==> src/logic/spindle_pkg.sv <==
package spindle_pkg;

    ////////////////////
    // widths

    localparam int word_w     = 32;  // parameter and data words
    localparam int rate_shift = 8;   // fixed-point shift of the spindle products

    ////////////////////
    // parameter trigger bits, also the readback addresses

    localparam int addr_gamma_dyn = 1;
    localparam int addr_gamma_sta = 2;
    localparam int addr_len_mode  = 3;  // 0 = length from serial link
    localparam int addr_host_len  = 4;
    localparam int addr_lce_rest  = 5;
    localparam int addr_tick_half = 6;

    ////////////////////
    // reset values

    localparam logic [word_w-1:0] rst_gamma_dyn = 32'd80;
    localparam logic [word_w-1:0] rst_gamma_sta = 32'd80;
    localparam logic [word_w-1:0] rst_len_mode  = 32'd0;
    localparam logic [word_w-1:0] rst_host_len  = 32'd1200;
    localparam logic [word_w-1:0] rst_lce_rest  = 32'd1000;  // resting length
    localparam logic [word_w-1:0] rst_tick_half = 32'd24;    // 25 cycles per tick

    // host writes two 16-bit halves, the model reads one 32-bit value
    typedef union packed {
        struct packed {
            logic [15:0] hi;
            logic [15:0] lo;
        } halves;
        logic [word_w-1:0] value;
    } param_word_t;

endpackage

==> src/logic/param_bank.sv <==
module param_bank (
    input  logic                              ep50trig,
    input  logic                              reset_global,
    input  logic [15:0]                       wire_hi,
    input  logic [15:0]                       wire_lo,
    input  logic [15:0]                       trig,
    input  logic [3:0]                        rd_addr,
    output spindle_pkg::param_word_t          rd_data,
    output logic [spindle_pkg::word_w-1:0]    gamma_dyn,
    output logic [spindle_pkg::word_w-1:0]    gamma_sta,
    output logic [spindle_pkg::word_w-1:0]    len_mode,
    output logic [spindle_pkg::word_w-1:0]    host_len,
    output logic [spindle_pkg::word_w-1:0]    lce_rest,
    output logic [spindle_pkg::word_w-1:0]    tick_half
);

    spindle_pkg::param_word_t load_word;

    // wire-in pair as seen by every register
    assign load_word.halves.hi = wire_hi;
    assign load_word.halves.lo = wire_lo;

    ////////////////////
    // trigger-loaded registers

    always_ff @(posedge ep50trig or posedge reset_global) begin
        if (reset_global) begin
            gamma_dyn <= spindle_pkg::rst_gamma_dyn;
            gamma_sta <= spindle_pkg::rst_gamma_sta;
            len_mode  <= spindle_pkg::rst_len_mode;
            host_len  <= spindle_pkg::rst_host_len;
            lce_rest  <= spindle_pkg::rst_lce_rest;
            tick_half <= spindle_pkg::rst_tick_half;
        end else begin
            if (trig[spindle_pkg::addr_gamma_dyn])
                gamma_dyn <= load_word.value;
            if (trig[spindle_pkg::addr_gamma_sta])
                gamma_sta <= load_word.value;
            if (trig[spindle_pkg::addr_len_mode])
                len_mode <= load_word.value;
            if (trig[spindle_pkg::addr_host_len])
                host_len <= load_word.value;
            if (trig[spindle_pkg::addr_lce_rest])
                lce_rest <= load_word.value;
            if (trig[spindle_pkg::addr_tick_half])
                tick_half <= load_word.value;  // picked up at next tick restart
        end
    end

    ////////////////////
    // host readback

    always_comb begin
        case (rd_addr)
            4'(spindle_pkg::addr_gamma_dyn): rd_data.value = gamma_dyn;
            4'(spindle_pkg::addr_gamma_sta): rd_data.value = gamma_sta;
            4'(spindle_pkg::addr_len_mode):  rd_data.value = len_mode;
            4'(spindle_pkg::addr_host_len):  rd_data.value = host_len;
            4'(spindle_pkg::addr_lce_rest):  rd_data.value = lce_rest;
            4'(spindle_pkg::addr_tick_half): rd_data.value = tick_half;
            default:                         rd_data.value = '0;  // unused address
        endcase
    end

endmodule

==> src/logic/tick_divider.sv <==
module tick_divider (
    input  logic                              ep50trig,
    input  logic                              reset_global,
    input  logic [spindle_pkg::word_w-1:0]    tick_half,
    output logic                              sim_tick
);

    logic [spindle_pkg::word_w-1:0] tick_cnt;
    logic [spindle_pkg::word_w-1:0] tick_limit;  // tick_half held for one period

    always_ff @(posedge ep50trig or posedge reset_global) begin
        if (reset_global) begin
            tick_cnt   <= '0;
            tick_limit <= spindle_pkg::rst_tick_half;
            sim_tick   <= 1'b0;
        end else if (tick_cnt == tick_limit) begin
            // restart, new limit only here
            tick_cnt   <= '0;
            tick_limit <= tick_half;
            sim_tick   <= 1'b1;
        end else begin
            tick_cnt <= tick_cnt + 1'b1;
            sim_tick <= 1'b0;
        end
    end

endmodule

==> src/logic/spi_length_receiver.sv <==
module spi_length_receiver (
    input  logic                              ep50trig,
    input  logic                              reset_global,
    input  logic                              spi_in_sck,
    input  logic                              spi_in_mosi,
    input  logic                              spi_in_ssel,
    output logic [spindle_pkg::word_w-1:0]    rx_word,
    output logic                              frame_valid
);

    logic [2:0] sck_q;   // two sync flops plus edge history
    logic [2:0] ssel_q;
    logic [1:0] mosi_q;
    logic [5:0] bit_cnt;  // saturates, only 32 means a good frame
    logic [spindle_pkg::word_w-1:0] shift_reg;
    logic sck_rise;
    logic ssel_rise;
    logic frame_active;

    assign sck_rise     = sck_q[1] & ~sck_q[2];
    assign ssel_rise    = ssel_q[1] & ~ssel_q[2];
    assign frame_active = ~ssel_q[1];

    always_ff @(posedge ep50trig or posedge reset_global) begin
        if (reset_global) begin
            sck_q       <= '0;
            ssel_q      <= '1;  // bus idle
            mosi_q      <= '0;
            bit_cnt     <= '0;
            rx_word     <= '0;
            frame_valid <= 1'b0;
        end else begin
            sck_q       <= {sck_q[1:0], spi_in_sck};
            ssel_q      <= {ssel_q[1:0], spi_in_ssel};
            mosi_q      <= {mosi_q[0], spi_in_mosi};
            frame_valid <= 1'b0;
            if (ssel_rise) begin
                if (bit_cnt == 6'd32) begin
                    rx_word     <= shift_reg;
                    frame_valid <= 1'b1;
                end
                bit_cnt <= '0;  // short or long frames are dropped
            end else if (frame_active && sck_rise && bit_cnt != 6'd63) begin
                bit_cnt <= bit_cnt + 1'b1;
            end
        end
    end

    // msb first
    always_ff @(posedge ep50trig) begin
        if (frame_active && sck_rise)
            shift_reg <= {shift_reg[spindle_pkg::word_w-2:0], mosi_q[1]};
    end

endmodule

==> src/logic/spi_rate_sender.sv <==
module spi_rate_sender #(
    parameter int spi_div = 2  // clocks per sck half-period
) (
    input  logic                              ep50trig,
    input  logic                              reset_global,
    input  logic                              sim_tick,
    input  logic [spindle_pkg::word_w-1:0]    rate_ia,
    output logic                              spi_out_sck,
    output logic                              spi_out_mosi,
    output logic                              spi_out_ssel
);

    localparam int div_w = (spi_div > 1) ? $clog2(spi_div) : 1;
    localparam logic [div_w-1:0] div_last = div_w'(spi_div - 1);
    localparam logic st_idle  = 1'b0;
    localparam logic st_shift = 1'b1;

    logic state;
    logic [div_w-1:0] div_cnt;
    logic [4:0] bit_cnt;
    logic [spindle_pkg::word_w-1:0] shift_reg;
    logic half_done;
    logic start;

    assign half_done = (div_cnt == div_last);
    assign start     = (state == st_idle) && sim_tick;  // busy ticks dropped

    always_ff @(posedge ep50trig or posedge reset_global) begin
        if (reset_global) begin
            state        <= st_idle;
            div_cnt      <= '0;
            bit_cnt      <= '0;
            spi_out_sck  <= 1'b0;
            spi_out_ssel <= 1'b1;
            spi_out_mosi <= 1'b0;
        end else if (start) begin
            state        <= st_shift;
            div_cnt      <= '0;
            bit_cnt      <= '0;
            spi_out_ssel <= 1'b0;
            spi_out_mosi <= rate_ia[spindle_pkg::word_w-1];  // first bit ready before sck
        end else if (state == st_shift) begin
            if (!half_done) begin
                div_cnt <= div_cnt + 1'b1;
            end else begin
                div_cnt <= '0;
                spi_out_sck <= ~spi_out_sck;
                if (spi_out_sck) begin
                    // falling edge, next bit or end of frame
                    if (bit_cnt == 5'd31) begin
                        state        <= st_idle;
                        spi_out_ssel <= 1'b1;
                        spi_out_mosi <= 1'b0;
                    end else begin
                        bit_cnt      <= bit_cnt + 1'b1;
                        spi_out_mosi <= shift_reg[spindle_pkg::word_w-2];
                    end
                end
            end
        end
    end

    always_ff @(posedge ep50trig) begin
        if (start)
            shift_reg <= rate_ia;
        else if (state == st_shift && half_done && spi_out_sck)
            shift_reg <= shift_reg << 1;
    end

endmodule

==> src/logic/spindle_afferent.sv <==
module spindle_afferent (
    input  logic                              ep50trig,
    input  logic                              reset_global,
    input  logic                              sim_tick,
    input  logic [spindle_pkg::word_w-1:0]    muscle_len,
    input  logic [spindle_pkg::word_w-1:0]    gamma_dyn,
    input  logic [spindle_pkg::word_w-1:0]    gamma_sta,
    input  logic [spindle_pkg::word_w-1:0]    lce_rest,
    output logic [spindle_pkg::word_w-1:0]    rate_ia,
    output logic [spindle_pkg::word_w-1:0]    rate_ii
);

    localparam int ww = spindle_pkg::word_w;

    logic [ww-1:0] prev_len;                // length at the previous tick
    logic signed [ww-1:0] diff_sta;
    logic signed [ww-1:0] diff_dyn;
    logic signed [2*ww-1:0] prod_sta;
    logic signed [2*ww-1:0] prod_dyn;
    logic signed [ww-1:0] term_sta;
    logic signed [ww-1:0] term_dyn;
    logic signed [ww-1:0] term_sum;
    logic stage1_valid;

    assign diff_sta = muscle_len - lce_rest;
    assign diff_dyn = muscle_len - prev_len;
    assign prod_sta = $signed(gamma_sta) * diff_sta;
    assign prod_dyn = $signed(gamma_dyn) * diff_dyn;
    assign term_sum = term_sta + term_dyn;

    ////////////////////
    // stage 1, scaled terms

    always_ff @(posedge ep50trig) begin
        if (sim_tick) begin
            term_sta <= prod_sta[spindle_pkg::rate_shift +: ww];  // arithmetic shift
            term_dyn <= prod_dyn[spindle_pkg::rate_shift +: ww];
        end
    end

    ////////////////////
    // stage 2, rates clamped at zero

    always_ff @(posedge ep50trig or posedge reset_global) begin
        if (reset_global) begin
            prev_len     <= '0;
            stage1_valid <= 1'b0;
            rate_ia      <= '0;
            rate_ii      <= '0;
        end else begin
            stage1_valid <= sim_tick;
            if (sim_tick)
                prev_len <= muscle_len;
            if (stage1_valid) begin
                rate_ii <= term_sta[ww-1] ? '0 : term_sta;
                rate_ia <= term_sum[ww-1] ? '0 : term_sum;
            end
        end
    end

endmodule

==> src/logic/spindle_board.sv <==
module spindle_board #(
    parameter int spi_div = 2
) (
    input  logic                              ep50trig,
    input  logic                              reset_global,
    input  logic [15:0]                       wire_hi,
    input  logic [15:0]                       wire_lo,
    input  logic [15:0]                       trig,
    input  logic [3:0]                        rd_addr,
    output logic [spindle_pkg::word_w-1:0]    rd_data,
    input  logic                              spi_in_sck,
    input  logic                              spi_in_mosi,
    input  logic                              spi_in_ssel,
    output logic                              spi_out_sck,
    output logic                              spi_out_mosi,
    output logic                              spi_out_ssel,
    output logic [spindle_pkg::word_w-1:0]    muscle_len,
    output logic [spindle_pkg::word_w-1:0]    rate_ia,
    output logic [spindle_pkg::word_w-1:0]    rate_ii,
    output logic                              sim_tick
);

    spindle_pkg::param_word_t bank_rd;
    logic [spindle_pkg::word_w-1:0] gamma_dyn, gamma_sta, len_mode;
    logic [spindle_pkg::word_w-1:0] host_len, lce_rest, tick_half;
    logic [spindle_pkg::word_w-1:0] rx_word;
    logic frame_valid;
    logic src_host;  // muscle_len came from host_len last cycle

    assign rd_data = bank_rd.value;

    param_bank params_i (
        .ep50trig(ep50trig), .reset_global(reset_global),
        .wire_hi(wire_hi), .wire_lo(wire_lo), .trig(trig),
        .rd_addr(rd_addr), .rd_data(bank_rd),
        .gamma_dyn(gamma_dyn), .gamma_sta(gamma_sta), .len_mode(len_mode),
        .host_len(host_len), .lce_rest(lce_rest), .tick_half(tick_half)
    );

    tick_divider ticks_i (
        .ep50trig(ep50trig), .reset_global(reset_global),
        .tick_half(tick_half), .sim_tick(sim_tick)
    );

    spi_length_receiver len_rx_i (
        .ep50trig(ep50trig), .reset_global(reset_global),
        .spi_in_sck(spi_in_sck), .spi_in_mosi(spi_in_mosi), .spi_in_ssel(spi_in_ssel),
        .rx_word(rx_word), .frame_valid(frame_valid)
    );

    // length source, rx_word only moves with frame_valid
    always_ff @(posedge ep50trig or posedge reset_global) begin
        if (reset_global) begin
            muscle_len <= '0;
            src_host   <= 1'b0;
        end else begin
            src_host <= (len_mode != '0);
            if (len_mode != '0)
                muscle_len <= host_len;
            else if (frame_valid || src_host)
                muscle_len <= rx_word;
        end
    end

    spindle_afferent spindle_i (
        .ep50trig(ep50trig), .reset_global(reset_global), .sim_tick(sim_tick),
        .muscle_len(muscle_len), .gamma_dyn(gamma_dyn), .gamma_sta(gamma_sta),
        .lce_rest(lce_rest), .rate_ia(rate_ia), .rate_ii(rate_ii)
    );

    spi_rate_sender #(.spi_div(spi_div)) rate_tx_i (
        .ep50trig(ep50trig), .reset_global(reset_global), .sim_tick(sim_tick),
        .rate_ia(rate_ia), .spi_out_sck(spi_out_sck), .spi_out_mosi(spi_out_mosi),
        .spi_out_ssel(spi_out_ssel)
    );

endmodule

==> config.mk <==
export PLATFORM = sky130hd
export DESIGN_NAME = spindle_board
export DESIGN_NICKNAME = d
export VERILOG_FILES = /design/src/logic/spindle_pkg.sv /design/src/logic/param_bank.sv /design/src/logic/tick_divider.sv /design/src/logic/spi_length_receiver.sv /design/src/logic/spi_rate_sender.sv /design/src/logic/spindle_afferent.sv /design/src/logic/spindle_board.sv
export SDC_FILE = /design/constraint.sdc
export NUM_CORES = 2
export LEC_CHECK = 0
export ABC_CLOCK_PERIOD_IN_PS = 18800
export BUFFER_PORTS_ARGS = -buffer_cell sky130_fd_sc_hd__buf_2
export CORE_UTILIZATION = 55
export CTS_CLUSTER_DIAMETER = 150
export DETAILED_ROUTE_END_ITERATION = 8
export PLACE_DENSITY = 0.72
export SYNTH_ARGS = -nofsm -noshare
export SYNTH_HDL_FRONTEND = slang
export SYNTH_SLANG_ARGS = --single-unit
==> constraint.sdc <==
create_clock -name ep50trig -period 18.8 [get_ports ep50trig]
set_clock_uncertainty 0.15 [all_clocks]
set_input_delay 2.82 -clock ep50trig [delete_from_list [all_inputs] [get_ports ep50trig]]
set_output_delay 2.82 -clock ep50trig [all_outputs]
set_load 0.1 [all_outputs]
==> flow_metrics.tcl <==
set metrics [dict create \
    status "finished clean" \
    cp.buffers_inverters 4 \
    num_vias 51700 \
    clkLatencyLatePin_ns 0.73 \
    required_ns 19.00 \
    max_stage_delay_ns 0.74 \
    area_growth_pct 7.15 \
    finalSetupViolCount 0 \
    period_needed_ns 12.60 \
    routed_via_density 5.62 \
    rsz0062_at_grt "false" \
    tns_ns 0 \
    critPathMostFrequentCell "xnor2_1" \
    postPlaceCellArea_um2 75500 \
    root_buffer "clkbuf_16" \
    grt_max_degree 155 \
    fin_crit_sh 0.670 \
    crit_slowest_cell "o31ai_1" \
    max-slew-margin-rel 0.130 \
    synth-seq-area-share 0.205 \
    start_util 0.557 \
    cts_buffer_depth 3 \
    drtPass1Iterations 5 \
    die_area_um2 133000 \
    fp.coreArea_um2 130000 \
    r2r_end "spindle_i.term_sta[31]" \
    tightest_slew_ns 1.30 \
    synthTopCellsByCount "inv_1 (1441), fa_1 (1287), nand2_1 (1053)" \
    yosysWarnings 0 \
    cts_buffers 61 \
    die_x_um 365 \
    drt_wl_total_um 197000 \
    grt_remaining_overflow 0 \
    grt_pass1_vias 55700 \
    clk_pin_slew_ns 0.07 \
    final_area_um2 77700 \
    num_rows 132 \
    synth_top_area_share 0.355 \
    synth.most_common_cell "inv_1" \
    fmax_ghz 0.0793 \
    async_reset_ff_frac 0.777 \
    yosysTopAreaCell "fa_1" \
    holdBufCountCts 0 \
    ys_top_cells_by_area "fa_1 (36%), dfrtp_1 (14%), inv_1 (7.5%), ha_1 (7.1%), nand2_1 (5.4%)" \
    routedWlPerCell_um 21.4 \
    grt_pass1_wl_um 314000 \
    dp_hpwl_um 152000 \
    drive_above_1_share 0.101 \
    path_max_fanout 12 \
    cp_num_cells 39 \
    path_class "flip-flop to flip-flop" \
    r2r-start "muscle_len[0]" \
    cp-end-kind "flip-flop" \
    fin_nets 9144 \
    drv_cap 0 \
    clock-sinks 569 \
    postCtsSetupRepairBufs 0 \
    htreeDepth 2 \
    cts_tree "done" \
    synth_ff_type "dfrtp_1" \
    gp_congestion 0.916 \
    slew_violations 0 \
    startpoint_type "flip-flop" \
    synthCells 7408 \
    antenna_found_initial 15 \
    startpoint "muscle_len[0]" \
    cp-endpoint "spindle_i.term_sta[31]" \
    drt_iter0_drc 3650 \
    fp.dieH_um 365 \
    synth.distinct_cells 78 \
    grt_usage 0.309 \
    drcViolationCount 0 \
    ff2ff_path_depth 39 \
    ys_seq_elements 569 \
    ant_nets 0 \
    port_buffers 176 \
    synth_edf_count 127 \
    hold_viol 0 \
    arrival_ns 12.80 \
    hp-class "flip-flop to flip-flop" \
    ios 189 \
    syn_avg_cell_area_um2 9.79 \
    critical_path.top_delay_family "adder cells" \
    r2r_slack_ns 6.20 \
    netlist_area_um2 72600 \
    postCtsResizedCells 0 \
]
worst min-delay path by stage:
stage,startpoint,end,cells past startpoint
floorplan,len_rx_i.mosi_q[0],len_rx_i.mosi_q[1],0
detailed placement,len_rx_i.mosi_q[0],len_rx_i.mosi_q[1],0
finish,len_rx_i.mosi_q[0],len_rx_i.mosi_q[1],0
global placement,len_rx_i.mosi_q[0],len_rx_i.mosi_q[1],0
global route,len_rx_i.mosi_q[0],len_rx_i.mosi_q[1],0
CTS,len_rx_i.mosi_q[0],len_rx_i.mosi_q[1],0
area by class of cell:
| cell class | instances | area, µm² |
|---|---|---|
| fill | 11100 | 52400 |
| multi-input combinational | 5019 | 51200 |
| sequential | 569 | 14900 |
| inverter | 1441 | 5420 |
| tap | 1742 | 2180 |
| timing repair buffer | 298 | 1810 |
| clock buffer | 90 | 1810 |
| clock inverter | 26 | 432 |
| antenna | 8 | 20.0 |
cell usage in the layout (no fill, tap or decap), types with 22 or more instances in the layout:
| master | n |
|---|---|
| a21oi_1 | 139 |
| inv_1 | 1440 |
| o21ai_0 | 146 |
| nor2_1 | 170 |
| nand2b_1 | 25 |
| dfrtp_1 | 413 |
| xnor2_1 | 157 |
| clkbuf_16 | 62 |
| mux2i_1 | 35 |
| a22oi_1 | 97 |
| edfxtp_1 | 127 |
| buf_4 | 121 |
| ha_1 | 410 |
| buf_2 | 176 |
| nand3_1 | 69 |
| and2_1 | 554 |
| xor2_1 | 99 |
| nand2_1 | 1053 |
| dfstp_2 | 22 |
| a31o_2 | 29 |
| fa_1 | 1287 |
| and3_1 | 22 |
| nor2b_1 | 174 |
| mux2_2 | 229 |
| a21o_1 | 39 |
metrics by stage:
stage / std cells / hold slack (ns) / utilization / setup WS (ns)
final: 9193 / 0.204 / 0.597 / 6.20
after floorplan: 7409 / 0.181 / - / 3.55
after global placement: 9069 / 0.186 / 0.580 / 6.49
after detailed placement: 9069 / 0.191 / 0.580 / 6.44
after CTS: 9185 / 0.207 / 0.597 / 6.30
after global routing: 9185 / 0.208 / 0.597 / 5.53
routing by layer:
metal  up-vias  routed length, µm  track usage
met2      2069              92800        0.502
met4        14              10600        0.147
met5         -                172      0.00508
met1     26700              76500        0.395
met3       496              16600       0.0647
li1      22400                  -            -
kinds of logic (layout without fill, tap and decap cells):
kind of cell               after synthesis  count (layout)  share of synthesized area
adders and majority gates             1697            1697                      0.426
muxes                                  264             264                     0.0404
AOI/OAI and AO/OA                      578             578                     0.0512
xor gates and xnor gates               296             296                     0.0381
other                                    1              10                  0.0000517
DFF                                    569             569                      0.205
buffers and inverters                 1821            1855                     0.0943
and+or+nand+nor                       2182            2182                      0.145
Power is not shown: default switching activity piles up to over one toggle a cycle in this logic, so the estimate is an artifact.
